[src/hdl/dmem_pkg.sv]
// Shared types, encodings and default address map; modules pull it in by wildcard import.
`default_nettype none

package dmem_pkg;

	typedef logic [31:0] dmem_addr_t;
	typedef logic [31:0] dmem_data_t;
	typedef logic [4:0]  dmem_tmr_off_t; // byte offset inside the timer window.

	typedef enum logic {
		DMEM_CMD_RD = 1'b0,
		DMEM_CMD_WR = 1'b1
	} dmem_cmd_e;

	typedef enum logic [1:0] {
		DMEM_WIDTH_BYTE = 2'b00,
		DMEM_WIDTH_HALF = 2'b01,
		DMEM_WIDTH_WORD = 2'b10
	} dmem_width_e;

	typedef enum logic {
		DMEM_RESP_OK  = 1'b0,
		DMEM_RESP_ERR = 1'b1
	} dmem_resp_e;

	typedef enum logic [1:0] {
		DMEM_PORT_EXT   = 2'd0,
		DMEM_PORT_TCM   = 2'd1,
		DMEM_PORT_TIMER = 2'd2,
		DMEM_PORT_NONE  = 2'd3 // misaligned request, answered by the merge stage.
	} dmem_port_e;

	typedef struct packed {
		dmem_cmd_e   cmd;
		dmem_width_e width;
		dmem_addr_t  addr;
		dmem_data_t  wdata; // byte and half data sit in the low lanes.
	} dmem_req_t;

	typedef struct packed {
		dmem_data_t rdata;
		dmem_resp_e resp;
	} dmem_rsp_t;

	localparam dmem_addr_t DMEM_TCM_MASK_DEF      = 32'hFFFF_0000;
	localparam dmem_addr_t DMEM_TCM_PATTERN_DEF   = 32'hF000_0000;
	localparam dmem_addr_t DMEM_TIMER_MASK_DEF    = 32'hFFFF_FFE0;
	localparam dmem_addr_t DMEM_TIMER_PATTERN_DEF = 32'hF004_0000;
	localparam int unsigned DMEM_OUTSTANDING_DEF  = 4;

	localparam dmem_tmr_off_t DMEM_TMR_CTRL     = 5'h00;
	localparam dmem_tmr_off_t DMEM_TMR_MTIME_LO = 5'h08;
	localparam dmem_tmr_off_t DMEM_TMR_MTIME_HI = 5'h0C;
	localparam dmem_tmr_off_t DMEM_TMR_CMP_LO   = 5'h10;
	localparam dmem_tmr_off_t DMEM_TMR_CMP_HI   = 5'h14;

endpackage

`default_nettype wire

[src/hdl/dmem_decode.sv]
// Registered address decode stage; steers core requests to TCM, timer or external port.
`default_nettype none

module dmem_decode
	import dmem_pkg::*;
#(
	parameter dmem_addr_t  TCM_MASK      = DMEM_TCM_MASK_DEF,
	parameter dmem_addr_t  TCM_PATTERN   = DMEM_TCM_PATTERN_DEF,
	parameter dmem_addr_t  TIMER_MASK    = DMEM_TIMER_MASK_DEF,
	parameter dmem_addr_t  TIMER_PATTERN = DMEM_TIMER_PATTERN_DEF,
	parameter int unsigned OUTSTANDING   = DMEM_OUTSTANDING_DEF
) (
	input  wire        clk,
	input  wire        core_rst_n_local,
	input  wire        req_valid_i,
	input  dmem_req_t  req_i,
	output logic       req_ready_o,
	output dmem_req_t  tgt_req_o,
	output logic       tcm_valid_o,
	output logic       timer_valid_o,
	output logic       ext_valid_o,
	input  wire        tcm_ready_i,
	input  wire        timer_ready_i,
	input  wire        ext_ready_i,
	output logic       tag_push_o,
	output dmem_port_e tag_o,
	input  wire        tag_full_i
);

	logic       aligned;
	dmem_port_e port_sel;
	logic       req_fire;
	logic       out_valid_q;
	dmem_port_e out_port_q;
	dmem_req_t  out_req_q;
	logic       tgt_ready;
	logic       out_fire;

	// the merge FIFO pointers need at least one address bit.
	if (OUTSTANDING < 2) begin : g_depth_check
		$error("dmem_decode: OUTSTANDING must be 2 or more");
	end

	always_comb begin
		case (req_i.width)
			DMEM_WIDTH_BYTE: aligned = 1'b1;
			DMEM_WIDTH_HALF: aligned = ~req_i.addr[0];
			DMEM_WIDTH_WORD: aligned = (req_i.addr[1:0] == 2'b00);
			default:         aligned = 1'b0;
		endcase
		if (!aligned) port_sel = DMEM_PORT_NONE;
		else if ((req_i.addr & TIMER_MASK) == TIMER_PATTERN) port_sel = DMEM_PORT_TIMER;
		else if ((req_i.addr & TCM_MASK) == TCM_PATTERN) port_sel = DMEM_PORT_TCM;
		else port_sel = DMEM_PORT_EXT;
	end

	always_comb begin
		case (out_port_q)
			DMEM_PORT_TCM:   tgt_ready = tcm_ready_i;
			DMEM_PORT_TIMER: tgt_ready = timer_ready_i;
			default:         tgt_ready = ext_ready_i;
		endcase
	end

	assign out_fire    = out_valid_q & tgt_ready;
	assign req_ready_o = (~out_valid_q | out_fire) & ~tag_full_i;
	assign req_fire    = req_valid_i & req_ready_o;
	assign tag_push_o  = req_fire; // tag order is acceptance order.
	assign tag_o       = port_sel;

	always_ff @(posedge clk) begin
		if (!core_rst_n_local) begin
			out_valid_q <= 1'b0;
		end else if (req_fire && port_sel != DMEM_PORT_NONE) begin
			out_valid_q <= 1'b1;
		end else if (out_fire) begin
			out_valid_q <= 1'b0;
		end
	end

	always_ff @(posedge clk) begin
		if (req_fire && port_sel != DMEM_PORT_NONE) begin
			out_req_q  <= req_i;
			out_port_q <= port_sel;
		end
	end

	assign tgt_req_o     = out_req_q;
	assign tcm_valid_o   = out_valid_q & (out_port_q == DMEM_PORT_TCM);
	assign timer_valid_o = out_valid_q & (out_port_q == DMEM_PORT_TIMER);
	assign ext_valid_o   = out_valid_q & (out_port_q == DMEM_PORT_EXT);

endmodule

`default_nettype wire

[config.mk]
export PLATFORM = sky130hd
export DESIGN_NAME = dmem_decode
export DESIGN_NICKNAME = d
export VERILOG_FILES = /design/src/hdl/dmem_pkg.sv /design/src/hdl/dmem_decode.sv
export SDC_FILE = /design/constraint.sdc
export NUM_CORES = 1
export LEC_CHECK = 0
export ABC_AREA = 1
export BUFFER_PORTS_ARGS = -buffer_cell sky130_fd_sc_hd__buf_2
export CORE_ASPECT_RATIO = 0.6
export CORE_MARGIN = 8
export CORE_UTILIZATION = 42
export CTS_BUF_LIST = sky130_fd_sc_hd__clkbuf_16
export DETAILED_ROUTE_END_ITERATION = 16
export GPL_TIMING_DRIVEN = 0
export MAX_ROUTING_LAYER = met4
export PLACE_DENSITY = 0.79
export SYNTH_ARGS = -nofsm -noshare
export SYNTH_HDL_FRONTEND = slang
export SYNTH_SLANG_ARGS = --single-unit
[constraint.sdc]
create_clock -name clk -period 4.6 [get_ports clk]
set_clock_uncertainty 0.05 [all_clocks]
set_input_delay 0.46 -clock clk [delete_from_list [all_inputs] [get_ports clk]]
set_output_delay 0.46 -clock clk [all_outputs]
set_load 0.02 [all_outputs]
Yosys cells after proc, flatten, opt, wreduce, memory -nomap -nowiden
Cells that the tools add are included.
Widths: inputs -> output; s select.
{ "classes": {"n_mux": 7, "n_eq_ne": 7, "bitwise_logic": 10, "n_reduce_logical": 5} }
{ "ops": {"columns": ["operator", "count"], "rows": [
  ["$eq 27x27->1 const B", 1],
  ["$eq 16x16->1 const B", 1],
  ["$and 1x1->1", 6],
  ["$logic_not 2->1", 3],
  ["$eq 2x1->1 const B", 2],
  ["$eq 2x2->1 const B", 2],
  ["$mux 2", 2],
  ["$mux 1", 3],
  ["$not 1->1", 3],
  ["$pmux 1 s3", 1],
  ["$ne 2x2->1 const B", 1],
  ["$pmux 1 s2", 1],
  ["$reduce_bool 2->1", 1],
  ["$logic_and 1x1->1", 1],
  ["$or 1x1->1", 1]
]} }
{ "totals": {"ff_bits": 70, "inputBits": 74} }

Logic depth before layout (Yosys ltp)
{ "logic_depth": {"word_depth": 8, "mapped_depth": 8} }

Least setup slack after synthesis
No wires, ideal clock.
{ "synth_timing": {"path_type": "reg-to-reg", "from": "reg out_port_q[0]", "to": "reg out_port_q[0] (enable)", "path_buffers": 0, "slack_ps": 433, "setup_time_ps": 483, "arrival_time_ps": 3633, "path_stages_with_launch": 8, "t_required_ps": 4067, "period_less_slack_ps": 4167, "path_cell_list": "edfxtp_1 inv_1 ha_1 inv_1 nand2_2 nand3_2 nand2_2 nor3b_2"} }
{ "synth_via": {"elab_chain_cells": 7, "elab_cells_between_ends": 8} }
{ "synth_lines": {"columns": ["item", "line_no", "rtl"], "rows": [
  ["from (decl)", "dmem_decode.sv:34", "dmem_port_e out_port_q;"],
  ["from (signal assigned)", "dmem_decode.sv:84", "out_port_q <= port_sel;"],
  ["$eq 2x2->1 / $eq 2x1->1 (equally long branches)", "dmem_decode.sv:58", "case (out_port_q)"],
  ["$pmux 1 s2 (*)", "dmem_decode.sv:58", null],
  ["$and 1x1->1 (*)", "dmem_decode.sv:65", "assign out_fire = out_valid_q & tgt_ready;"],
  ["$or 1x1->1 (*)", "dmem_decode.sv:66", "assign req_ready_o = (~out_valid_q | out_fire) & ~tag_full_i;"],
  ["$and 1x1->1 (*)", "dmem_decode.sv:66", null],
  ["$and 1x1->1 (*)", "dmem_decode.sv:67", "assign req_fire = req_valid_i & req_ready_o;"],
  ["$logic_and 1x1->1 (*)", "dmem_decode.sv:82", "if (req_fire && port_sel != DMEM_PORT_NONE) begin"]
]} }
Mark *: on every way between the ends. The rest lies on a longest branch, timed or not.
A chain may end at the register's enable or synchronous reset.

Worst setup path in the final report
{ "layout_timing": {"from": "reg out_port_q[0]", "to": "reg out_req_q (netlist bit tgt_req_o[20]) (enable)"} }
{ "layout_via": {"elab_chain_cells": 7, "elab_cells_between_ends": 8} }
{ "layout_lines": {"columns": ["item", "line_no", "rtl"], "rows": [
  ["$eq 2x2->1 / $eq 2x1->1 (equally long branches)", "dmem_decode.sv:58", null],
  ["$pmux 1 s2 (*)", "dmem_decode.sv:58", null],
  ["$and 1x1->1 (*)", "dmem_decode.sv:65", null],
  ["$or 1x1->1 (*)", "dmem_decode.sv:66", null],
  ["$and 1x1->1 (*)", "dmem_decode.sv:66", null],
  ["$and 1x1->1 (*)", "dmem_decode.sv:67", null],
  ["$logic_and 1x1->1 (*)", "dmem_decode.sv:82", null],
  ["to (signal assigned)", "dmem_decode.sv:83", "out_req_q <= req_i;"],
  ["to (decl)", "dmem_decode.sv:35", "dmem_req_t out_req_q;"]
]} }
Marks and branches as above.

==> impl_metrics.csv <==
group,metric,value,unit
outcome,outcome,"completed",
sta,drv_slew,0,
sta,worstMarginPinSlew,0.753,ns
power_and_ir_drop,power,1.57,mW
critical_path,crit_path_top_delay_cell,"nor3b_4",
critical_path,worst-r2r-setup-slack,2.14,ns
critical_path,cp_slowest_stage_delay,0.64,ns
placement,gp_congestion,0.799,
cts,ctsHoldBuffers,0,
grt,antenna_found_initial,0,
routing,dr.pass1.iters,4,
finish,fillers,430,
critical_path,critPathKind,"flip-flop to flip-flop",
placement,dp_slack,2.13,ns
critical_path,reg2reg_depth,9,
die,die_w,113,um
yosys,yosysWarnings,0,
die,rows,21,
critical_path,critPathArrivalTime,2.44,ns
routing,vias,1691,
yosys,syn-cell-area,2390,um^2
sta,setup_ws,2.14,ns
critical_path,crit_chain,"inv_1 > ha_1 > inv_1 > nand2_2 > nand3_2 > nand2_2 > nor3b_4 > buf_16 > buf_8",
grt,first_global_vias,1924,
sta,slew_headroom,0.498,
grt,grtUsageTotal,0.150,
die,start_util,0.432,
sta,period_share,0.535,
die,fp.coreArea,5540,um^2
power_and_ir_drop,ir_drop,0.280,mV
critical_path,rr_startpoint,"out_port_q[0]",
sta,rsz0062_at_grt,"no",
placement,place_hpwl,5090,um
run,cap_violations,0,
yosys,ys_ff_latch,70,
cts,cts-resized-gates,0,
min_path,hold_path_depth,1,
critical_path,worst_setup_path_end_kind,"flip-flop",
yosys,avgSynthCellArea,18.4,um^2
critical_path,start_kind,"flip-flop",
cts,clkTransAtPathRegs,0.06,ns
routing,drt-initial-drc-count,49,
cts,cts_root_buf,"clkbuf_16",
finish,fin_nets,368,
finish,layout-drive-gt1-share,0.578,
critical_path,r2r_end,"tgt_req_o[20]",
critical_path,worstPathRequired,4.58,ns
die,fp.dieH,74.5,um
sta,setup_tns,0,ns
cts,cts-htree-levels,3,
placement,port_buffers,147,
cts,numCtsBuffers,9,
finish,design_area,3620,um^2
critical_path,crit_start,"out_port_q[0]",
routing,vias_per_cell,4.50,
yosys,seq_area_frac_synth,0.874,
cts,cts_sinks,70,
yosys,synthCells,130,
cts,cts_tree,"done",
power_and_ir_drop,p_leak,1.59,nW
die,io_pins,148,
yosys,syn_nets,207,
routing,ant_nets,0,
grt,gr-total-overflow,0,
routing,drt-wirelength-per-cell,16.5,um
sta,setup_viol,0,
finish,ff_latch_area,2090,um^2
routing,drc,0,
yosys,synth_cell_types,19,
sta,min_period,2.46,ns
sta,clock.fmax,406,MHz
grt,grt_pass1_wl,9130,um
min_path,hold_end,"tgt_req_o[22]",
sta,final_hold_viol_count,0,
min_path,hold_path_startpoint,"req_i[22]",
finish,multi_input_area,263,um^2
cts,clk_latency,0.32,ns
power_and_ir_drop,p_per_area,434,nW/um^2
critical_path,cp_max_fo,21,
placement,placed_area,3290,um^2
min_path,hold_path.class,"input port to flip-flop",
finish,syn2layout_area_growth,51.1,%
grt,grt_max_degree,22,
cts,cts_buffer_depth,2,
routing,wirelength,6190,um
die,design.die.area,8450,um^2
cts,cts_setup_buffers,0,
finish,num_antenna_cells,0,
layout by cell type (no fill, tap or decap), types with 2 or more instances in the layout:
cell         n
ha_1         3
edfxtp_1    69
inv_1       10
nand2_1     15
nand2_2      2
nor2_1      15
clkinv_4     3
clkbuf_16    9
clkinv_1     2
nand3b_1     2
buf_8        2
bufinv_16    2
nand4_1      3
buf_2      147
stage by stage:
| step | util | std cells | hold WS, ns |
|---|---|---|---|
| floorplan | - | 130 | 0.509 |
| global route | 0.652 | 376 | 0.245 |
| finish | 0.652 | 376 | 0.256 |
| global placement | 0.582 | 357 | 0.586 |
| detailed placement | 0.594 | 360 | 0.588 |
| CTS | 0.652 | 376 | 0.242 |
per-layer routing:
metal	vias up	wire [um]	global-route usage
met5	-	0	-
met4	0	56	0.0674
met1	806	2360	0.154
li1	797	-	-
met2	82	3150	0.241
met3	6	623	0.0786
sequential cells by signal, indices dropped and copies added (netlist names):
register and count:
out_port_q 2, out_valid_q 1, tgt_req_o 67
cell usage after synthesis:
cell type / number / area share
a21oi_1: 1 / 0.0021
dfxtp_1: 1 / 0.0084
edfxtp_1: 69 / 0.87
nand3b_1: 2 / 0.0063
nor3b_2: 1 / 0.0052
inv_2: 1 / 0.0016
nor3_2: 1 / 0.0042
and3_1: 1 / 0.0026
nor2_1: 15 / 0.024
o21ai_1: 1 / 0.0021
nand3_2: 1 / 0.0042
inv_1: 9 / 0.014
nand3_1: 1 / 0.0021
nand2_2: 2 / 0.0052
clkinv_1: 2 / 0.0031
nand2_1: 15 / 0.024
ha_1: 3 / 0.016
a31oi_1: 1 / 0.0026
nand4_1: 3 / 0.0078
area by class of cell:
type / count / area share
clock buffer: 9 / 0.0623
clock inverter: 7 / 0.0273
inverter: 12 / 0.0125
multi-input combinational: 48 / 0.0726
sequential: 70 / 0.578
tap: 80 / 0.0277
timing repair buffer: 150 / 0.219
logic make-up (layout without fill, tap and decap cells):
logic type               count (synthesis)  in the layout  share of synthesized area
flip-flops                              70             70                      0.874
adder cells (fa/ha/maj)                  3              3                     0.0157
buffers and inverters                   12            178                     0.0188
AO/OA/AOI/OAI                            3              3                    0.00679
AND/OR/NAND/NOR                         42             42                     0.0847
worst max-delay path by stage:
| stage | to | slack, ns | cells past startpoint |
|---|---|---|---|
| floorplan | out_port_q[0] | 0.43 | 7 |
| global placement | tgt_req_o[20] | -0.53 | 7 |
| detailed placement | tgt_req_o[27] | 2.13 | 9 |
| CTS | tgt_req_o[27] | 2.12 | 9 |
| global route | tgt_req_o[20] | 1.98 | 9 |
| finish | tgt_req_o[20] | 2.14 | 9 |
report_power, final:
group | internal, mW | switching [mW] | leakage, nW | total, mW
Clock | 0.477 | 0.249 | 0.161 | 0.726
Combinational | 0.0451 | 0.0678 | 0.784 | 0.113
Sequential | 0.725 | 0.00485 | 0.640 | 0.730
Total | 1.25 | 0.322 | 1.59 | 1.57
critical path, delay by kind of cell (launching register included):
kind          cells  cell delay, ns
simple gates      4            0.85
buf+inv           4            0.59
flops             1            0.39
fa+ha+maj         1            0.26
(Power assumes the default switching activity.)
