**src/hdl/dmem_pkg.sv**
```systemverilog
// Shared types, encodings and default address map; modules pull it in by wildcard import.
`default_nettype none

package dmem_pkg;

	typedef logic [31:0] dmem_addr_t;
	typedef logic [31:0] dmem_data_t;
	typedef logic [4:0]  dmem_tmr_off_t; // byte offset inside the timer window.

	typedef enum logic {
		DMEM_CMD_RD = 1'b0,
		DMEM_CMD_WR = 1'b1
	} dmem_cmd_e;

	typedef enum logic [1:0] {
		DMEM_WIDTH_BYTE = 2'b00,
		DMEM_WIDTH_HALF = 2'b01,
		DMEM_WIDTH_WORD = 2'b10
	} dmem_width_e;

	typedef enum logic {
		DMEM_RESP_OK  = 1'b0,
		DMEM_RESP_ERR = 1'b1
	} dmem_resp_e;

	typedef enum logic [1:0] {
		DMEM_PORT_EXT   = 2'd0,
		DMEM_PORT_TCM   = 2'd1,
		DMEM_PORT_TIMER = 2'd2,
		DMEM_PORT_NONE  = 2'd3 // misaligned request, answered by the merge stage.
	} dmem_port_e;

	typedef struct packed {
		dmem_cmd_e   cmd;
		dmem_width_e width;
		dmem_addr_t  addr;
		dmem_data_t  wdata; // byte and half data sit in the low lanes.
	} dmem_req_t;

	typedef struct packed {
		dmem_data_t rdata;
		dmem_resp_e resp;
	} dmem_rsp_t;

	localparam dmem_addr_t DMEM_TCM_MASK_DEF      = 32'hFFFF_0000;
	localparam dmem_addr_t DMEM_TCM_PATTERN_DEF   = 32'hF000_0000;
	localparam dmem_addr_t DMEM_TIMER_MASK_DEF    = 32'hFFFF_FFE0;
	localparam dmem_addr_t DMEM_TIMER_PATTERN_DEF = 32'hF004_0000;
	localparam int unsigned DMEM_OUTSTANDING_DEF  = 4;

	localparam dmem_tmr_off_t DMEM_TMR_CTRL     = 5'h00;
	localparam dmem_tmr_off_t DMEM_TMR_MTIME_LO = 5'h08;
	localparam dmem_tmr_off_t DMEM_TMR_MTIME_HI = 5'h0C;
	localparam dmem_tmr_off_t DMEM_TMR_CMP_LO   = 5'h10;
	localparam dmem_tmr_off_t DMEM_TMR_CMP_HI   = 5'h14;

endpackage

`default_nettype wire

```
**src/hdl/dmem_timer.sv**
```systemverilog
// Memory-mapped machine timer with mtime, mtimecmp, an enable bit and the timer interrupt.
`default_nettype none

module dmem_timer
	import dmem_pkg::*;
(
	input  wire       clk,
	input  wire       core_rst_n_local,
	input  wire       req_valid_i,
	input  dmem_req_t req_i,
	output logic      req_ready_o,
	output logic      rsp_valid_o,
	output dmem_rsp_t rsp_o,
	input  wire       rsp_ready_i,
	output logic      timer_irq_o
);

	dmem_tmr_off_t offset;
	logic          req_fire;
	logic          wr_en;
	logic          hit;
	dmem_data_t    rd_data;
	logic          enable_q;
	logic [63:0]   mtime_q;
	logic [63:0]   mtimecmp_q;
	logic          rsp_valid_q;
	dmem_rsp_t     rsp_q;

	assign offset      = req_i.addr[4:0];
	assign req_ready_o = ~rsp_valid_q | rsp_ready_i;
	assign req_fire    = req_valid_i & req_ready_o;
	assign wr_en       = req_fire & (req_i.cmd == DMEM_CMD_WR) & hit;

	always_comb begin
		hit = 1'b1;
		case (offset)
			DMEM_TMR_CTRL:     rd_data = {31'd0, enable_q};
			DMEM_TMR_MTIME_LO: rd_data = mtime_q[31:0];
			DMEM_TMR_MTIME_HI: rd_data = mtime_q[63:32];
			DMEM_TMR_CMP_LO:   rd_data = mtimecmp_q[31:0];
			DMEM_TMR_CMP_HI:   rd_data = mtimecmp_q[63:32];
			default: begin
				hit     = 1'b0;
				rd_data = '0;
			end
		endcase
	end

	always_ff @(posedge clk) begin
		if (!core_rst_n_local) begin
			enable_q   <= 1'b0;
			mtime_q    <= '0;
			mtimecmp_q <= '1;
		end else begin
			if (wr_en && offset == DMEM_TMR_CTRL) enable_q <= req_i.wdata[0];
			if (wr_en && offset == DMEM_TMR_MTIME_LO) mtime_q[31:0] <= req_i.wdata;
			else if (wr_en && offset == DMEM_TMR_MTIME_HI) mtime_q[63:32] <= req_i.wdata;
			else if (enable_q) mtime_q <= mtime_q + 64'd1; // a write wins over the tick.
			if (wr_en && offset == DMEM_TMR_CMP_LO) mtimecmp_q[31:0] <= req_i.wdata;
			if (wr_en && offset == DMEM_TMR_CMP_HI) mtimecmp_q[63:32] <= req_i.wdata;
		end
	end

	always_ff @(posedge clk) begin
		if (req_fire) begin
			rsp_q.rdata <= (req_i.cmd == DMEM_CMD_RD) ? rd_data : '0;
			rsp_q.resp  <= hit ? DMEM_RESP_OK : DMEM_RESP_ERR;
		end
	end

	always_ff @(posedge clk) begin
		if (!core_rst_n_local) rsp_valid_q <= 1'b0;
		else if (req_fire) rsp_valid_q <= 1'b1;
		else if (rsp_ready_i) rsp_valid_q <= 1'b0;
	end

	assign rsp_valid_o = rsp_valid_q;
	assign rsp_o       = rsp_q;
	assign timer_irq_o = (mtime_q >= mtimecmp_q);

endmodule

`default_nettype wire

```
**config.mk**
```make
export PLATFORM = sky130hd
export DESIGN_NAME = dmem_timer
export DESIGN_NICKNAME = d
export VERILOG_FILES = /design/src/hdl/dmem_pkg.sv /design/src/hdl/dmem_timer.sv
export SDC_FILE = /design/constraint.sdc
export NUM_CORES = 1
export LEC_CHECK = 0
export ABC_AREA = 1
export BUFFER_PORTS_ARGS = -buffer_cell sky130_fd_sc_hd__buf_2
export CORE_MARGIN = 4
export CORE_UTILIZATION = 40
export DETAILED_ROUTE_END_ITERATION = 12
export PLACE_DENSITY = 0.63
export SETUP_SLACK_MARGIN = 0.5
export SYNTH_ARGS = -nofsm -noshare
export SYNTH_HDL_FRONTEND = slang
export SYNTH_SLANG_ARGS = --single-unit
```
**constraint.sdc**
```tcl
create_clock -name clk -period 3.5 [get_ports clk]
set_input_delay 0.7 -clock clk [delete_from_list [all_inputs] [get_ports clk]]
set_output_delay 0.7 -clock clk [all_outputs]
set_load 0.01 [all_outputs]
```
**Word level (Yosys, flattened, before mapping)**

Cells that the tools add are included.

- Input port bits: 71
- Output and inout port bits: 36
- Register bits: 163

- $lt $le $gt $ge: 1
- Equal/unequal tests: 5
- Bitwise operators: 6
- Reduce and logical (&&, ||, !) cells: 12
- $add $sub $neg: 1
- Mux-type cells: 9

Operators with widths:

| kind | number |
|---|---|
| 32-bit case mux with 5 select lines | 1 |
| 32-bit 2-to-1 mux | 3 |
| 64-bit by 1-bit adder with 64-bit output, second input constant | 1 |
| 64-bit >= comparator | 1 |
| 64-bit 2-to-1 mux | 1 |
| 5-bit by 4-bit equality test with 1-bit output, second input constant | 2 |
| 5-bit equality test, second input constant | 2 |
| 2-bit nonzero test | 3 |
| 1-bit logical AND | 5 |
| 5-bit logical NOT | 1 |
| 5-bit OR reduction | 1 |
| 1-bit 2-to-1 mux | 4 |
| 2-bit AND reduction | 2 |
| 1-bit AND | 3 |
| 2-bit inequality test, second input constant | 1 |
| 1-bit NOT | 2 |
| 1-bit bitwise OR | 1 |

**Longest topological paths before layout**

- Word-level depth: 8
- Depth in mapped cells: 14
- Mapped depth without buffers: 14

**Worst setup path after synthesis**

OpenSTA, ideal clock, no wires.

- Path type: input -> register
- Start point: input rsp_ready_i
- End point: register mtime_q[20]
- Setup time: 0.128 ns
- Setup slack: 0.441 ns
- Path buffers: 1
- Cell stages on the path: 10
- Data required time: 3.372 ns
- Arrival: 2.932 ns
- Path through: inv_1 a21oi_2 nand2_1 nor2_4 inv_2 nand2_2 buf_2 o21ai_1 a21oi_1 nor2_1

- Cells in the longest elaborated chain, start to end: 7
- Elaborated cells between the ends (all ways): 10

Ends and longest elaborated chain:

| what | line | text |
|---|---|---|
| start, declared | dmem_timer.sv:14 | `input wire rsp_ready_i,` |
| 1-bit bitwise OR * | dmem_timer.sv:30 | `assign req_ready_o = ~rsp_valid_q \| rsp_ready_i;` |
| 1-bit AND * | dmem_timer.sv:31 | `assign req_fire = req_valid_i & req_ready_o;` |
| net req_fire | dmem_timer.sv:19 | `logic req_fire;` |
| 1-bit AND * (2 in a row) | dmem_timer.sv:32 | `assign wr_en = req_fire & (req_i.cmd == DMEM_CMD_WR) & hit;` |
| 1-bit logical AND, on equally long branches | dmem_timer.sv:56, dmem_timer.sv:57 |  |
| 2-bit inequality test (no line) or 2-bit nonzero test (tied branches) | -- |  |
| 2-bit AND reduction (no line) | -- |  |
| end signal, assigned | dmem_timer.sv:56 | `if (wr_en && offset == DMEM_TMR_MTIME_LO) mtime_q[31:0] <= req_i.wdata;` |
| end signal, assigned | dmem_timer.sv:58 | `else if (enable_q) mtime_q <= mtime_q + 64'd1;` |
| end, declared | dmem_timer.sv:24 | `logic [63:0] mtime_q;` |

Mark *: on every way through the listed nets, which the timed path passes. The rest lies on a longest branch.
A chain may end at the register's enable or synchronous reset.

**Final worst setup path**

- Start point: register mtimecmp_q[55]
- End point: output timer_irq_o

- Cells in the longest elaborated chain, start to end: 1

Ends and longest elaborated chain:

| what | line | text |
|---|---|---|
| start, declared | dmem_timer.sv:25 | `logic [63:0] mtimecmp_q;` |
| start signal, assigned | dmem_timer.sv:60 | `if (wr_en && offset == DMEM_TMR_CMP_HI) mtimecmp_q[63:32] <= req_i.wdata;` |
| 64-bit >= comparator | dmem_timer.sv:79 | `assign timer_irq_o = (mtime_q >= mtimecmp_q);` |
| end, declared | dmem_timer.sv:15 | `output logic timer_irq_o` |

No other way between the ends.

==> results.json <==
{
  "status": "finished, final reports clean",
  "yosys.area.top_type": "dfxtp_1",
  "clock_latency_ns": 0.45,
  "tns_ns": 0,
  "grt_pass1_vias": 10100,
  "netlist_area_mm2": 0.0104,
  "ys_types": 39,
  "dieHeight_um": 170,
  "power_density_mw_per_mm2": 343,
  "grt_overflow": 0,
  "swShare": 0.251,
  "post_synth_inst_count": 1564,
  "switchingPower_w": 0.00104,
  "r2r-start": "mtime_q[1]$_SDFFE_PN0P_",
  "synth_commonest_cells": "343 x nand2_1, 220 x nor2_1, 196 x a21oi_1",
  "drc_errors": 0,
  "grt_max_degree": 65,
  "required_ns": 2.80,
  "synthFlopType": "dfxtp_1",
  "cp-start-kind": "flop",
  "yosysTopAreaCellShare": 0.249,
  "synth_area_leaders": "dfxtp_1 25%, nand2_1 12%, edfxtp_1 9.5%",
  "cts-root-buf": "clkbuf_16",
  "io_pins": 107,
  "antenna_found_initial": 0,
  "wl_um": 39500,
  "holdPathEnd": "mtimecmp_q[12]$_SDFFE_PN1P_",
  "ctsHtreeMaxLevel": 4,
  "rr_worst_depth": 11,
  "synth_most_common_cell": "nand2_1",
  "finalSetupViolCount": 0,
  "worst_pin_slew_ns": 1.00,
  "die_area_mm2": 0.0288,
  "drtAntennaViolNets": 0,
  "r2r_setup_slack_ns": 1.12,
  "num-nets-final": 1760,
  "fillers": 2669,
  "clk_pin_slew_ns": 0.07,
  "cp_max_fo": 2,
  "max_clock_freq_mhz": 337,
  "r2r_end": "mtime_q[46]$_SDFFE_PN0P_",
  "finClkSkew_ns": 0.0208,
  "yosys.area_share.simple": 0.258,
  "syn_avg_cell_area_um2": 6.68,
  "p_int_w": 0.00310,
  "area_growth_pct": 15.7,
  "synthAdderAreaFrac": 0.0779,
  "power_frac_comb": 0.055,
  "leakage_nw": 5.15,
  "hold_ws_ns": 0.489,
  "wl_per_cell_um": 20.1,
  "synthArstFlopShare": 0,
  "drive_gt1_frac": 0.138,
  "period_minus_slack_ns": 2.96,
  "endpoint_kind": "primary output",
  "seqPwrFrac": 0.473,
  "maxSlewViolCount": 0,
  "cts_buffer_depth": 2,
  "final_cells": 1967,
  "die_x_um": 170,
  "ir_worst_vdd_v": 0.000241,
  "cts_buffers": 17,
  "synth_nets": 1700,
  "routed_via_density": 5.51,
  "fin_crit_sh": 0.847,
  "cp.arrival_ns": 2.26,
  "slew_headroom": 0.331,
  "hold_class": "reg2reg",
  "core_mm2": 0.0254,
  "grt_pass1_wl_um": 59900,
  "hold_viol_final": 0,
  "dpl_worst_slack_ns": 0.636,
  "synth_compound_area_frac": 0.217,
  "rows": 58,
  "hp-start": "mtimecmp_q[12]$_SDFFE_PN1P_",
  "dp_hpwl_um": 29100,
  "gp_congestion": 1.01,
  "gr-usage-all-layers": 0.270,
  "ys_seq_area_frac": 0.344,
  "crit_type": "reg2out",
  "start_util": 0.411,
  "grt_setup_unrepaired": "false",
  "tritoncts": "yes",
  "power_w": 0.00414,
  "synth_top_family_by_area": "simple AND/OR/NAND/NOR gates",
  "dp.cells": 1930,
  "worst_slack_ns": 0.537,
  "ys_seq_elements": 163,
  "yosysWarnings": 0,
  "cap_violations": 0,
  "via_count": 10800,
  "clkPwrFrac": 0.473,
  "synth_xor_area_frac": 0.0159,
  "holdPathStages": 2,
  "synth.area.mux_share": 0,
  "io_buffers": 77,
  "antenna_cells": 0,
  "synth_edf_count": 33,
  "first_pass_iters": 7,
  "first_iter_violations": 1046,
  "cts.sinks": 163
}
## power groups by stage
| stage | logic (W) | clock network [W] | registers (W) |
|---|---|---|---|
| floorplan | 0.000103 | 0 | 0.00201 |
| global placement | 0.000220 | 0 | 0.00200 |
| detailed placement | 0.000223 | 0 | 0.00200 |
| CTS | 0.000224 | 0.00198 | 0.00196 |
| global route | 0.000250 | 0.00204 | 0.00196 |
| finish | 0.000227 | 0.00196 | 0.00196 |
## worst max path at each step
stage                                 from  depth (start not counted)                  endpoint  slack, ns
3_3_place_gp                     req_i[66]                          9  mtime_q[22]$_SDFFE_PN0P_       0.69
6_report       mtimecmp_q[55]$_SDFFE_PN1P_                         10               timer_irq_o       0.54
3_5_place_dp                     req_i[66]                          9   mtime_q[1]$_SDFFE_PN0P_       0.64
5_1_grt           mtime_q[63]$_SDFFE_PN0P_                         10               timer_irq_o       0.50
4_1_cts        mtimecmp_q[60]$_SDFFE_PN1P_                         10               timer_irq_o       0.50
2_1_floorplan                  rsp_ready_i                         10  mtime_q[20]$_SDFFE_PN0P_       0.91
## flip-flops by register name (all words and copies together) (netlist names)
name and count:
rsp_o 33, enable_q 1, rsp_valid_o 1, mtime_q 64, mtimecmp_q 64
## worst max-delay path: stages, from the launching register on
cell and delay, ns:
dfxtp_2 0.34, inv_4 0.04, ha_4 0.27, nand2_4 0.06, nor2_4 0.13, nand4_1 0.25
or2_4 0.34, o21ai_2 0.12, nor2_1 0.07, nand2_2 0.09, buf_6 0.10
## layout by cell type (no fill, tap or decap), types with 10 or more instances in the layout
cell / netlist / routed
clkbuf_16: 0 / 17
dfxtp_1: 130 / 108
nor2_2: 10 / 16
buf_4: 0 / 21
xor2_1: 14 / 14
inv_1: 169 / 161
nand2_1: 343 / 338
nor2_1: 220 / 211
nand3_1: 45 / 45
o221ai_1: 10 / 10
buf_2: 26 / 76
edfxtp_1: 33 / 33
inv_2: 7 / 14
ha_1: 65 / 51
o21ai_0: 118 / 115
nand4_1: 21 / 21
ha_4: 0 / 14
o21ai_1: 35 / 37
o22ai_1: 40 / 40
a21oi_1: 196 / 195
dfxtp_2: 0 / 21
## per-stage QoR
stage / util / cell area (um^2)
finish: 0.476 / 12100
CTS: 0.467 / 11900
global placement: 0.440 / 11200
global route: 0.476 / 12100
detailed placement: 0.440 / 11200
floorplan: - / 10500
## per-layer routing
layer / global-route usage / share of wire / vias up
met5: 0 / 0 / -
met4: 0.0809 / 0.026 / 0
met3: 0.0464 / 0.066 / 69
met2: 0.436 / 0.46 / 400
met1: 0.373 / 0.45 / 5039
li1: - / - / 5325
## cells by family after synthesis
group | Yosys count
AND/OR/NAND/NOR | 659
AO/OA/AOI/OAI | 422
buffers and inverters | 236
flip-flops | 163
adder cells (fa/ha/maj) | 65
XOR/XNOR | 19
## area by class of cell
class / count / area [um^2] / area share
well taps: 330 / 413 / 0.0342
clock buffers: 19 / 443 / 0.0366
inverters: 176 / 663 / 0.0549
clock inverters: 13 / 149 / 0.0123
repair buffers: 101 / 601 / 0.0497
flip-flops and latches: 163 / 3620 / 0.300
multi-input cells: 1165 / 6190 / 0.513
## timing repair
action | 4_1_cts | 5_1_grt
resized for setup | 26 | 48
hold buffers | 0 | 0
buffers inserted | 1 | 4
pin swaps | 9 | 18
setup endpoints to repair | 1 | 1
Power figures use the tool's default switching activity.
