`config.mk`:
```
export PLATFORM = sky130hd
export DESIGN_NAME = dmem_resp_merge
export DESIGN_NICKNAME = d
export VERILOG_FILES = /design/src/hdl/dmem_pkg.sv /design/src/hdl/dmem_resp_merge.sv
export SDC_FILE = /design/constraint.sdc
export NUM_CORES = 1
export LEC_CHECK = 0
export ABC_AREA = 1
export BUFFER_PORTS_ARGS = -buffer_cell sky130_fd_sc_hd__clkbuf_2
export CAP_MARGIN = 40
export CELL_PAD_IN_SITES_DETAIL_PLACEMENT = 2
export CELL_PAD_IN_SITES_GLOBAL_PLACEMENT = 2
export CORE_MARGIN = 2
export CORE_UTILIZATION = 20
export CTS_BUF_LIST = sky130_fd_sc_hd__clkbuf_4
export CTS_CLUSTER_SIZE = 30
export DETAILED_ROUTE_END_ITERATION = 8
export GPL_TIMING_DRIVEN = 0
export PLACE_DENSITY_LB_ADDON = 0.1
export SLEW_MARGIN = 10
export SYNTH_ARGS = -nofsm -noshare
export SYNTH_HDL_FRONTEND = slang
export SYNTH_SLANG_ARGS = --single-unit
```
`constraint.sdc`:
```
create_clock -name clk -period 6 [get_ports clk]
set_input_delay 0.9 -clock clk [delete_from_list [all_inputs] [get_ports clk]]
set_output_delay 0.9 -clock clk [all_outputs]
set_load 0.01 [all_outputs]
```
`src/hdl/dmem_pkg.sv`:
```
// Shared types, encodings and default address map; modules pull it in by wildcard import.
`default_nettype none

package dmem_pkg;

	typedef logic [31:0] dmem_addr_t;
	typedef logic [31:0] dmem_data_t;
	typedef logic [4:0]  dmem_tmr_off_t; // byte offset inside the timer window.

	typedef enum logic {
		DMEM_CMD_RD = 1'b0,
		DMEM_CMD_WR = 1'b1
	} dmem_cmd_e;

	typedef enum logic [1:0] {
		DMEM_WIDTH_BYTE = 2'b00,
		DMEM_WIDTH_HALF = 2'b01,
		DMEM_WIDTH_WORD = 2'b10
	} dmem_width_e;

	typedef enum logic {
		DMEM_RESP_OK  = 1'b0,
		DMEM_RESP_ERR = 1'b1
	} dmem_resp_e;

	typedef enum logic [1:0] {
		DMEM_PORT_EXT   = 2'd0,
		DMEM_PORT_TCM   = 2'd1,
		DMEM_PORT_TIMER = 2'd2,
		DMEM_PORT_NONE  = 2'd3 // misaligned request, answered by the merge stage.
	} dmem_port_e;

	typedef struct packed {
		dmem_cmd_e   cmd;
		dmem_width_e width;
		dmem_addr_t  addr;
		dmem_data_t  wdata; // byte and half data sit in the low lanes.
	} dmem_req_t;

	typedef struct packed {
		dmem_data_t rdata;
		dmem_resp_e resp;
	} dmem_rsp_t;

	localparam dmem_addr_t DMEM_TCM_MASK_DEF      = 32'hFFFF_0000;
	localparam dmem_addr_t DMEM_TCM_PATTERN_DEF   = 32'hF000_0000;
	localparam dmem_addr_t DMEM_TIMER_MASK_DEF    = 32'hFFFF_FFE0;
	localparam dmem_addr_t DMEM_TIMER_PATTERN_DEF = 32'hF004_0000;
	localparam int unsigned DMEM_OUTSTANDING_DEF  = 4;

	localparam dmem_tmr_off_t DMEM_TMR_CTRL     = 5'h00;
	localparam dmem_tmr_off_t DMEM_TMR_MTIME_LO = 5'h08;
	localparam dmem_tmr_off_t DMEM_TMR_MTIME_HI = 5'h0C;
	localparam dmem_tmr_off_t DMEM_TMR_CMP_LO   = 5'h10;
	localparam dmem_tmr_off_t DMEM_TMR_CMP_HI   = 5'h14;

endpackage

`default_nettype wire

```
`src/hdl/dmem_resp_merge.sv`:
```
// In-order response collector; a FIFO of port tags picks which target answers the core next.
`default_nettype none

module dmem_resp_merge
	import dmem_pkg::*;
#(
	parameter int unsigned OUTSTANDING = DMEM_OUTSTANDING_DEF
) (
	input  wire        clk,
	input  wire        core_rst_n_local,
	input  wire        tag_push_i,
	input  dmem_port_e tag_i,
	output logic       tag_full_o,
	input  wire        tcm_rsp_valid_i,
	input  dmem_rsp_t  tcm_rsp_i,
	output logic       tcm_rsp_ready_o,
	input  wire        timer_rsp_valid_i,
	input  dmem_rsp_t  timer_rsp_i,
	output logic       timer_rsp_ready_o,
	input  wire        ext_rsp_valid_i,
	input  dmem_rsp_t  ext_rsp_i,
	output logic       ext_rsp_ready_o,
	output logic       rsp_valid_o,
	output dmem_rsp_t  rsp_o,
	input  wire        rsp_ready_i
);

	localparam int unsigned PTR_W = $clog2(OUTSTANDING);
	localparam logic [PTR_W-1:0] PTR_LAST = PTR_W'(OUTSTANDING - 1);

	dmem_port_e       tags_q [OUTSTANDING];
	logic [PTR_W-1:0] wr_ptr_q;
	logic [PTR_W-1:0] rd_ptr_q;
	logic [PTR_W:0]   count_q;
	logic             empty;
	logic             pop;
	dmem_port_e       head;

	assign empty      = (count_q == '0);
	assign tag_full_o = (count_q == (PTR_W+1)'(OUTSTANDING));
	assign head       = tags_q[rd_ptr_q];
	assign pop        = rsp_valid_o & rsp_ready_i;

	// ========================================================================
	// head selection
	// ========================================================================
	always_comb begin
		rsp_valid_o       = 1'b0;
		rsp_o             = '0;
		tcm_rsp_ready_o   = 1'b0;
		timer_rsp_ready_o = 1'b0;
		ext_rsp_ready_o   = 1'b0;
		if (!empty) begin
			case (head)
				DMEM_PORT_TCM: begin
					rsp_valid_o     = tcm_rsp_valid_i;
					rsp_o           = tcm_rsp_i;
					tcm_rsp_ready_o = rsp_ready_i;
				end
				DMEM_PORT_TIMER: begin
					rsp_valid_o       = timer_rsp_valid_i;
					rsp_o             = timer_rsp_i;
					timer_rsp_ready_o = rsp_ready_i;
				end
				DMEM_PORT_EXT: begin
					rsp_valid_o     = ext_rsp_valid_i;
					rsp_o           = ext_rsp_i;
					ext_rsp_ready_o = rsp_ready_i;
				end
				default: begin
					rsp_valid_o = 1'b1; // rejected request, no target involved.
					rsp_o.resp  = DMEM_RESP_ERR;
				end
			endcase
		end
	end

	// ========================================================================
	// tag FIFO
	// ========================================================================
	always_ff @(posedge clk) begin
		if (tag_push_i) tags_q[wr_ptr_q] <= tag_i;
	end

	always_ff @(posedge clk) begin
		if (!core_rst_n_local) begin
			wr_ptr_q <= '0;
			rd_ptr_q <= '0;
			count_q  <= '0;
		end else begin
			if (tag_push_i) wr_ptr_q <= (wr_ptr_q == PTR_LAST) ? '0 : wr_ptr_q + 1'b1;
			if (pop) rd_ptr_q <= (rd_ptr_q == PTR_LAST) ? '0 : rd_ptr_q + 1'b1;
			if (tag_push_i && !pop) count_q <= count_q + 1'b1;
			else if (pop && !tag_push_i) count_q <= count_q - 1'b1;
		end
	end

endmodule

`default_nettype wire

```
=== Yosys cells after proc, flatten, opt, wreduce, memory -nomap -nowiden ===
Memory sizes are Yosys's and may differ from the RTL's. A register that Yosys moved wholly into a read port is not among the register bits.
Index checks and enable logic that the tools add are counted.

* Bits in read-only memories: 0
* Bits in registers: 7
* Bits of input ports: 108
* Memories kept: 1
* Word-level logic and storage cells: 40
* Output and inout port bits: 38
* Bits in latches: 0
* RAM bits: 8

{| class="wikitable"
|+ Memories
! memory !! depth !! bits a word !! read ports !! clocked after Yosys merged registers in !! write ports !! RTL line !! source
|-
| tags_q || 4 || 2 || 1 || 1 || 1 || dmem_resp_merge.sv:31 || <nowiki>dmem_port_e tags_q [OUTSTANDING];</nowiki>
|}

* Bitwise logic cells: 1
* $add $sub $neg: 4
* Equality and inequality tests: 5
* Multipliers: 0
* Shift operators: 0
* Magnitude comparators: 0
* Div/mod/pow operators: 0
* Mux-type cells: 19
* Reductions and logical operators: 7

{| class="wikitable"
|+ Operator list
! kind !! number
|-
| one-hot mux 32 bit (3 select lines) || 1
|-
| two-way mux 33 bit || 1
|-
| two-way mux 1 bit || 9
|-
| two-way mux 2 bit || 4
|-
| == test 2 bit, second input constant || 3
|-
| two-way mux 3 bit || 2
|-
| one-hot mux 1 bit (3 select lines) || 2
|-
| adder 2 x 1 -> 2 bit, second input constant || 2
|-
| adder 3 x 1 -> 3 bit, second input constant || 1
|-
| == test 3 bit, second input constant || 1
|-
| zero test 3 bit || 1
|-
| subtractor 3 x 1 -> 3 bit, second input constant || 1
|-
| == test 2 x 1 -> 1 bit, second input constant || 1
|-
| logical AND 1 bit || 2
|-
| zero test 1 bit || 2
|-
| zero test 2 bit || 1
|-
| nonzero test 2 bit || 1
|-
| bitwise AND 1 bit || 1
|}

=== Logic depth before layout (Yosys ltp) ===
Gate-level depths: netlist of the first run.

* Depth after elaboration: 7
* Mapped depth: 16
* Gate-level depth less buffers: 16

=== Worst setup path before layout of the first run ===
OpenSTA, ideal clock, no wires.

* Path kind: input to register
* Start: in tcm_rsp_valid_i
* End: reg count_q[2]
* Library setup time: 70 ps
* Data required time: 5930 ps
* Data arrival time: 2128 ps
* Slack: 3802 ps
* Cell stages on the path: 11
* Buffers on the path: 0
* Cells stage by stage: o21ai_2 nand3_2 nand2_1 ha_1 inv_1 fa_1 nor2_1 nor2_1 nand2_1 o21ai_0 a21oi_1

* Word-level cells in the longest chain between the ends: 6
* Elaborated cells between the ends (all ways): 8
* Those cells by class: 3 x mux; 1 x bitwise; 4 x reduce/logical

{| class="wikitable"
|+ RTL lines
! element !! RTL line !! source
|-
| start, declared || dmem_resp_merge.sv:14 || <nowiki>input wire tcm_rsp_valid_i,</nowiki>
|-
| one-hot mux 1 bit (3 select lines) * || dmem_resp_merge.sv:54 || <nowiki>case (head)</nowiki>
|-
| two-way mux 1 bit * || dmem_resp_merge.sv:53 || <nowiki>if (!empty) begin</nowiki>
|-
| bitwise AND 1 bit * || dmem_resp_merge.sv:42 || <nowiki>assign pop = rsp_valid_o & rsp_ready_i;</nowiki>
|-
| zero test 1 bit || dmem_resp_merge.sv:93 || <nowiki>if (tag_push_i && !pop) count_q <= count_q + 1'b1;</nowiki>
|-
| logical AND 1 bit || dmem_resp_merge.sv:93 ||
|-
| two-way mux 3 bit / nonzero test 2 bit (equally long branches) || - ||
|-
| end signal, assigned || dmem_resp_merge.sv:93 ||
|-
| end signal, assigned || dmem_resp_merge.sv:94 || <nowiki>else if (pop && !tag_push_i) count_q <= count_q - 1'b1;</nowiki>
|-
| end, declared || dmem_resp_merge.sv:34 || <nowiki>logic [PTR_W:0] count_q;</nowiki>
|}

Every way passes the cells marked *; elsewhere a longest branch is shown, timed or not.
A chain may end at the register's enable or synchronous reset.

==> flow_summary.json, run 1 <==
{
  "die_w_um": 101,
  "register_area_um2": 420,
  "root_buffer": "clkbuf_4",
  "clockPowerShare_pct": 5.0,
  "synthMuxAreaShare_pct": 0,
  "slew_violations": 0,
  "drtIter0Drc": 26,
  "start_util_pct": 20.6,
  "clk_pin_slew_ns": 0.10,
  "cts.repair.resized": 0,
  "path_class": "reg2out",
  "seqPwrFrac_pct": 12.6,
  "antenna_left": 0,
  "min_period_ns": 2.81,
  "drv_cap": 0,
  "synth_compound_area_share_pct": 3.24,
  "die_h_um": 101,
  "grt_overflow": 0,
  "synth_top_family_by_area": "simple AND/OR/NAND/NOR gates",
  "layout.nets": 581,
  "timing.fmax_ghz": 0.356,
  "dieArea_um2": 10300,
  "startpoint_type": "register",
  "leakage_nw": 1.80,
  "crit_required_ns": 5.10,
  "rows": 35,
  "wl_per_cell_um": 13.2,
  "vdd_ir_drop_max_v": 0.000129,
  "synth_nets": 431,
  "drcViolationCount": 0,
  "crit_arrival_ns": 1.91,
  "synthToLayoutAreaGrowth_pct": 47.2,
  "yosysSeqAreaShare_pct": 22.2,
  "maxSlewHeadroom_pct": 65.3,
  "cts-hold-fix-buffers": 0,
  "hp-class": "reg2reg",
  "multi_input_area_um2": 1160,
  "h-tree-depth": 1,
  "crit_fanout": 10,
  "antenna_found_initial": 0,
  "cp-end-kind": "output pin",
  "num_vias": 2503,
  "synth-simple-area-share_pct": 51.9,
  "clk_path_buf_depth": 2,
  "antenna-diode-count": 0,
  "drtPass1Iterations": 4,
  "comb_power_share_pct": 82.4,
  "holdPathStages": 2,
  "outcome": "completed",
  "grt_usage_pct": 14.4,
  "hold_viol_final": 0,
  "syn_area_um2": 1890,
  "internal_power_mw": 0.593,
  "finalClockSkew_ns": 0.00815,
  "final_util_pct": 30.3,
  "yosys.area.top_type": "nand2_1",
  "p_sw_mw": 0.724,
  "synth_top_area_share_pct": 28.1,
  "synth_xor_area_share_pct": 0.925,
  "synth_cells": 316,
  "numCtsBuffers": 3,
  "io_buffers": 145,
  "switching_share_pct": 55.0,
  "ys_seq_elements": 17,
  "post_cts_buffers": 0,
  "drive_above_1_share_pct": 41.9,
  "grt_pass1_vias": 2528,
  "fin_tns_setup_ns": 0,
  "synthTopCellsByArea": "nand2_1 28%, edfxtp_1 13%, inv_1 9.7%",
  "grt_max_degree": 11,
  "hpwl_um": 6510,
  "final.setup.worst_slack_ns": 3.19,
  "reg2regPathDepth": 13,
  "io_pins": 146,
  "place_ws_ns": 3.39,
  "final-setup-viol-count": 0,
  "period_share_pct": 46.8,
  "syn_avg_cell_area_um2": 5.99,
  "core_um2": 9200,
  "nFillCells": 1169,
  "rsz0062_at_grt": "no",
  "synthDistinctLibCells": 27,
  "yosysWarnings": 0,
  "grt_pass1_wl_um": 11900,
  "clk_latency_ns": 0.29,
  "synthAdderAreaFrac_pct": 5.02,
  "viasPerCell": 4.35,
  "cts_tree": "yes",
  "finalWirelength_um": 7590,
  "numClockSinks": 17,
  "place_congestion": 0.733,
  "power-per-cell-area_nw_per_um2": 472,
  "worst_slew_pin_slew_ns": 0.517
}
-- power by group through the flow --
stage                     logic, mW  registers [mW]  clock network (mW)
after detailed placement       1.12           0.170                   0
after floorplan               0.735           0.165                   0
final                          1.09           0.167              0.0657
after global routing           1.25           0.172              0.0735
after CTS                      1.12           0.167              0.0677
after global placement         1.09           0.170                   0
-- area by class of cell --
| class | count | share of cell area [%] |
|---|---|---|
| multi-input cells | 234 | 41.5 |
| repair buffers | 145 | 26.0 |
| flip-flops and latches | 17 | 15.1 |
| inverters | 52 | 7.13 |
| well taps | 111 | 4.98 |
| plain buffers | 13 | 4.22 |
| clock buffers | 4 | 1.08 |
-- logic make-up (layout without fill, tap and decap cells) --
logic type | count (synthesis) | after routing
and+or+nand+nor | 214 | 214
buffers and inverters | 65 | 214
DFF | 17 | 17
AOI/OAI and AO/OA | 11 | 11
adders and majority gates | 7 | 7
xor gates and xnor gates | 2 | 2
-- cells in the final DEF (no fill, tap or decap) --
| cell | instances |
|---|---|
| fa_1 | 1 |
| nor2_4 | 1 |
| nor3_1 | 4 |
| o21ai_0 | 3 |
| clkbuf_2 | 145 |
| buf_4 | 4 |
| clkinv_2 | 1 |
| buf_6 | 7 |
| nand3_2 | 13 |
| buf_2 | 1 |
| nand3_1 | 29 |
| a31oi_1 | 2 |
| or2_2 | 1 |
| dfxtp_1 | 9 |
| xnor2_1 | 1 |
| inv_1 | 49 |
| nor2_1 | 9 |
| nand2_4 | 2 |
| edfxtp_1 | 8 |
| inv_4 | 1 |
| clkbuf_1 | 1 |
| nand2_2 | 13 |
| o21ai_2 | 1 |
| nand2_1 | 142 |
| a21oi_1 | 5 |
| inv_2 | 1 |
| xor2_1 | 1 |
| clkbuf_4 | 4 |
| ha_1 | 6 |
-- per-layer routing --
| layer | global-route usage, % | share of wire (%) |
|---|---|---|
| met1 | 17.1 | 43 |
| met2 | 27.7 | 50 |
| met3 | 1.93 | 5.5 |
| met4 | 2.18 | 1.0 |
| met5 | 0 | 0 |
-- metrics by stage --
stage / total power, mW / hold WS [ns] / std cells / instance area, µm²
after CTS: 1.36 / 0.510 / 576 / 2790
after detailed placement: 1.29 / 0.493 / 572 / 2760
final: 1.32 / 0.515 / 576 / 2790
after global routing: 1.49 / 0.566 / 576 / 2790
after global placement: 1.26 / 0.478 / 572 / 2760
after floorplan: 0.900 / 0.460 / 316 / 1890
-- critical path, cell delays in order (launching register included) --
cell and delay (ns):
dfxtp_1 0.45, inv_2 0.09, nand2_1 0.10, nand2_1 0.07, nand2_2 0.07, nand2_4 0.08
nor2_4 0.17, buf_6 0.17, nand2_1 0.07, nand3_1 0.09, nand2_1 0.05, inv_1 0.05
clkbuf_2 0.14
-- path summary, 6_finish.rpt --
kind | endpoint | start | slack (ns)
setup / recovery | rsp_o[2] | register | 3.19
hold / removal | count_q[2] | count_q[2] | 0.51
setup reg to reg | count_q[2] | count_q[0] | 3.47
hold reg to reg | count_q[2] | count_q[2] | 0.51
-- synth_stat cells, drive strengths merged --
| master | instances |
|---|---|
| nor3 | 4 |
| nand2 | 157 |
| clkbuf | 1 |
| buf | 12 |
| o21ai | 4 |
| nand3 | 42 |
| nor2 | 10 |
| dfxtp | 9 |
| a21oi | 5 |
| ha | 6 |
| xnor2 | 1 |
| a31oi | 2 |
| inv | 51 |
| xor2 | 1 |
| fa | 1 |
| clkinv | 1 |
| edfxtp | 8 |
| or2 | 1 |
No activity file was read; power rests on OpenSTA's default activity.
==> run 2, diff against run 1 <==
--- a/config.mk
+++ b/config.mk
@@ -11,7 +11,7 @@
 export CELL_PAD_IN_SITES_DETAIL_PLACEMENT = 2
 export CELL_PAD_IN_SITES_GLOBAL_PLACEMENT = 2
 export CORE_MARGIN = 2
-export CORE_UTILIZATION = 20
+export CORE_UTILIZATION = 18
 export CTS_BUF_LIST = sky130_fd_sc_hd__clkbuf_4
 export CTS_CLUSTER_SIZE = 30
 export DETAILED_ROUTE_END_ITERATION = 8
==> constraint.sdc (replaced) <==
create_clock -name clk -period 2.6 [get_ports clk]
set_input_delay 0.39 -clock clk [delete_from_list [all_inputs] [get_ports clk]]
set_output_delay 0.39 -clock clk [all_outputs]
set_load 0.01 [all_outputs]
==> run 2 against run 1 <==
Compared with the run above:
- sequential power up 140%
- via count down 0.76%
- critical path depth up 4
- worst setup slack worse by 2.9 ns
- largest cell class unchanged
==> flow_summary.json, run 2 (synthesized netlist as in run 1, its figures left out) <==
{
  "final-setup-viol-count": 0,
  "clk_path_buf_depth": 2,
  "clk_latency_ns": 0.29,
  "h-tree-depth": 1,
  "crit_arrival_ns": 2.57,
  "grt_pass1_wl_um": 12300,
  "final_cell_mix": "145 x clkbuf_2, 142 x nand2_1, 49 x inv_1, 29 x nand3_1",
  "layout.nets": 581,
  "power-per-cell-area_nw_per_um2": 1080,
  "start_util_pct": 18.4,
  "vdd_ir_drop_max_v": 0.000331,
  "slew_violations": 0,
  "leakage_nw": 1.80,
  "rsz0062_at_grt": "no",
  "numCtsBuffers": 3,
  "finalClockSkew_ns": 0.00989,
  "period_share_pct": 90.1,
  "num_vias": 2484,
  "clk_pin_slew_ns": 0.10,
  "grt_pass1_vias": 2572,
  "grt_usage_pct": 13.3,
  "post_cts_buffers": 0,
  "whs_ns": 0.331,
  "stdcell_area_um2": 2830,
  "antenna_found_initial": 0,
  "drtPass1Iterations": 4,
  "hpwl_um": 6800,
  "antenna_left": 0,
  "fin_tns_setup_ns": 0,
  "antenna-diode-count": 0,
  "outcome": "completed",
  "min-delay-start": "tag_i[1]",
  "min_period_ns": 2.34,
  "hold_viol_final": 0,
  "numClockSinks": 17,
  "worst_slew_pin_slew_ns": 0.318,
  "rows": 37,
  "dieArea_um2": 11400,
  "hp-class": "in2reg",
  "nFillCells": 1342,
  "drv_cap": 0,
  "r2r_slack_ns": 0.26,
  "min_to": "tags_q[2][1]",
  "reg2regPathDepth": 16,
  "holdPathStages": 1,
  "path_class": "reg2reg",
  "crit_required_ns": 2.83,
  "drive_above_1_share_pct": 42.2,
  "synthToLayoutAreaGrowth_pct": 49.3,
  "cts_tree": "yes",
  "die_w_um": 107,
  "grt_max_degree": 11,
  "grt_overflow": 0,
  "io_buffers": 145,
  "core_um2": 10300,
  "drtIter0Drc": 61,
  "cp-end-kind": "register",
  "drcViolationCount": 0,
  "timing.fmax_ghz": 0.427,
  "place_congestion": 0.736,
  "wl_per_cell_um": 13.2,
  "final_common_cell": "clkbuf_2",
  "startpoint_type": "register",
  "io_pins": 146,
  "r2r_end": "count_q[2]",
  "maxSlewHeadroom_pct": 78.8,
  "post_dp_cell_area_um2": 2790,
  "cts-hold-fix-buffers": 0,
  "crit_fanout": 6,
  "viasPerCell": 4.13,
  "die_h_um": 107,
  "finalWirelength_um": 7910,
  "root_buffer": "clkbuf_4"
}
-- run 2: how the worst max path moves through the flow --
stage,startpoint,to,cells past startpoint
2_1_floorplan,register,count_q[2],16
3_3_place_gp,count_q[0],count_q[2],13
3_5_place_dp,count_q[0],count_q[2],13
4_1_cts,count_q[0],count_q[2],13
5_1_grt,count_q[0],count_q[2],13
6_report,register,count_q[2],16
-- run 2: critical path, stage by stage (launching register included) --
cell,delay [ns]
dfxtp_1,0.45
inv_2,0.09
nand2_1,0.09
nand2_1,0.07
nand2_2,0.08
nand2_4,0.08
o21ai_2,0.15
nand3_2,0.15
nand2_1,0.10
ha_1,0.14
inv_1,0.07
fa_1,0.38
nor2_1,0.11
nor2_1,0.05
nand2_1,0.08
o21ai_0,0.08
a21oi_1,0.11
-- run 2: report_power, final --
group	internal (mW)	switching [mW]	total, mW
Clock	0.0571	0.0821	0.139
Sequential	0.334	0.0608	0.395
Combinational	0.974	1.55	2.52
-- run 2: area by class of cell --
type | count | area, µm² | share of cell area, %
Multi-Input combinational cell | 234 | 1170 | 41.3
Timing Repair Buffer | 145 | 726 | 25.7
Sequential cell | 17 | 420 | 14.9
Inverter | 52 | 199 | 7.03
Tap cell | 136 | 170 | 6.02
Buffer | 13 | 118 | 4.16
Clock buffer | 3 | 22.5 | 0.796
Clock inverter | 1 | 5.00 | 0.177
-- run 2: repair_timing --
item / 4_1_cts / 5_1_grt
cloned: 0 / 0
resized for setup: 1 / 1
setup endpoints to repair: 2 / 1
hold endpoints to repair: 0 / 0
-- run 2: routing by layer --
metal,GRT usage (%),routed length [µm],vias to the layer above
met3,2.19,482,8
li1,-,-,1254
met4,2.78,96,0
met5,0,0,-
met2,25.7,4090,74
met1,15.2,3240,1148
-- run 2: metrics by stage --
step / instances / power, mW / util [%] / setup WS, ns
floorplan: 316 / 2.08 / - / 0.587
global placement: 597 / 2.94 / 27.1 / -0.158
detailed placement: 597 / 3.00 / 27.1 / -0.226
CTS: 601 / 3.15 / 27.5 / 0.0501
global route: 601 / 3.45 / 27.5 / 0.00667
finish: 601 / 3.06 / 27.5 / 0.257
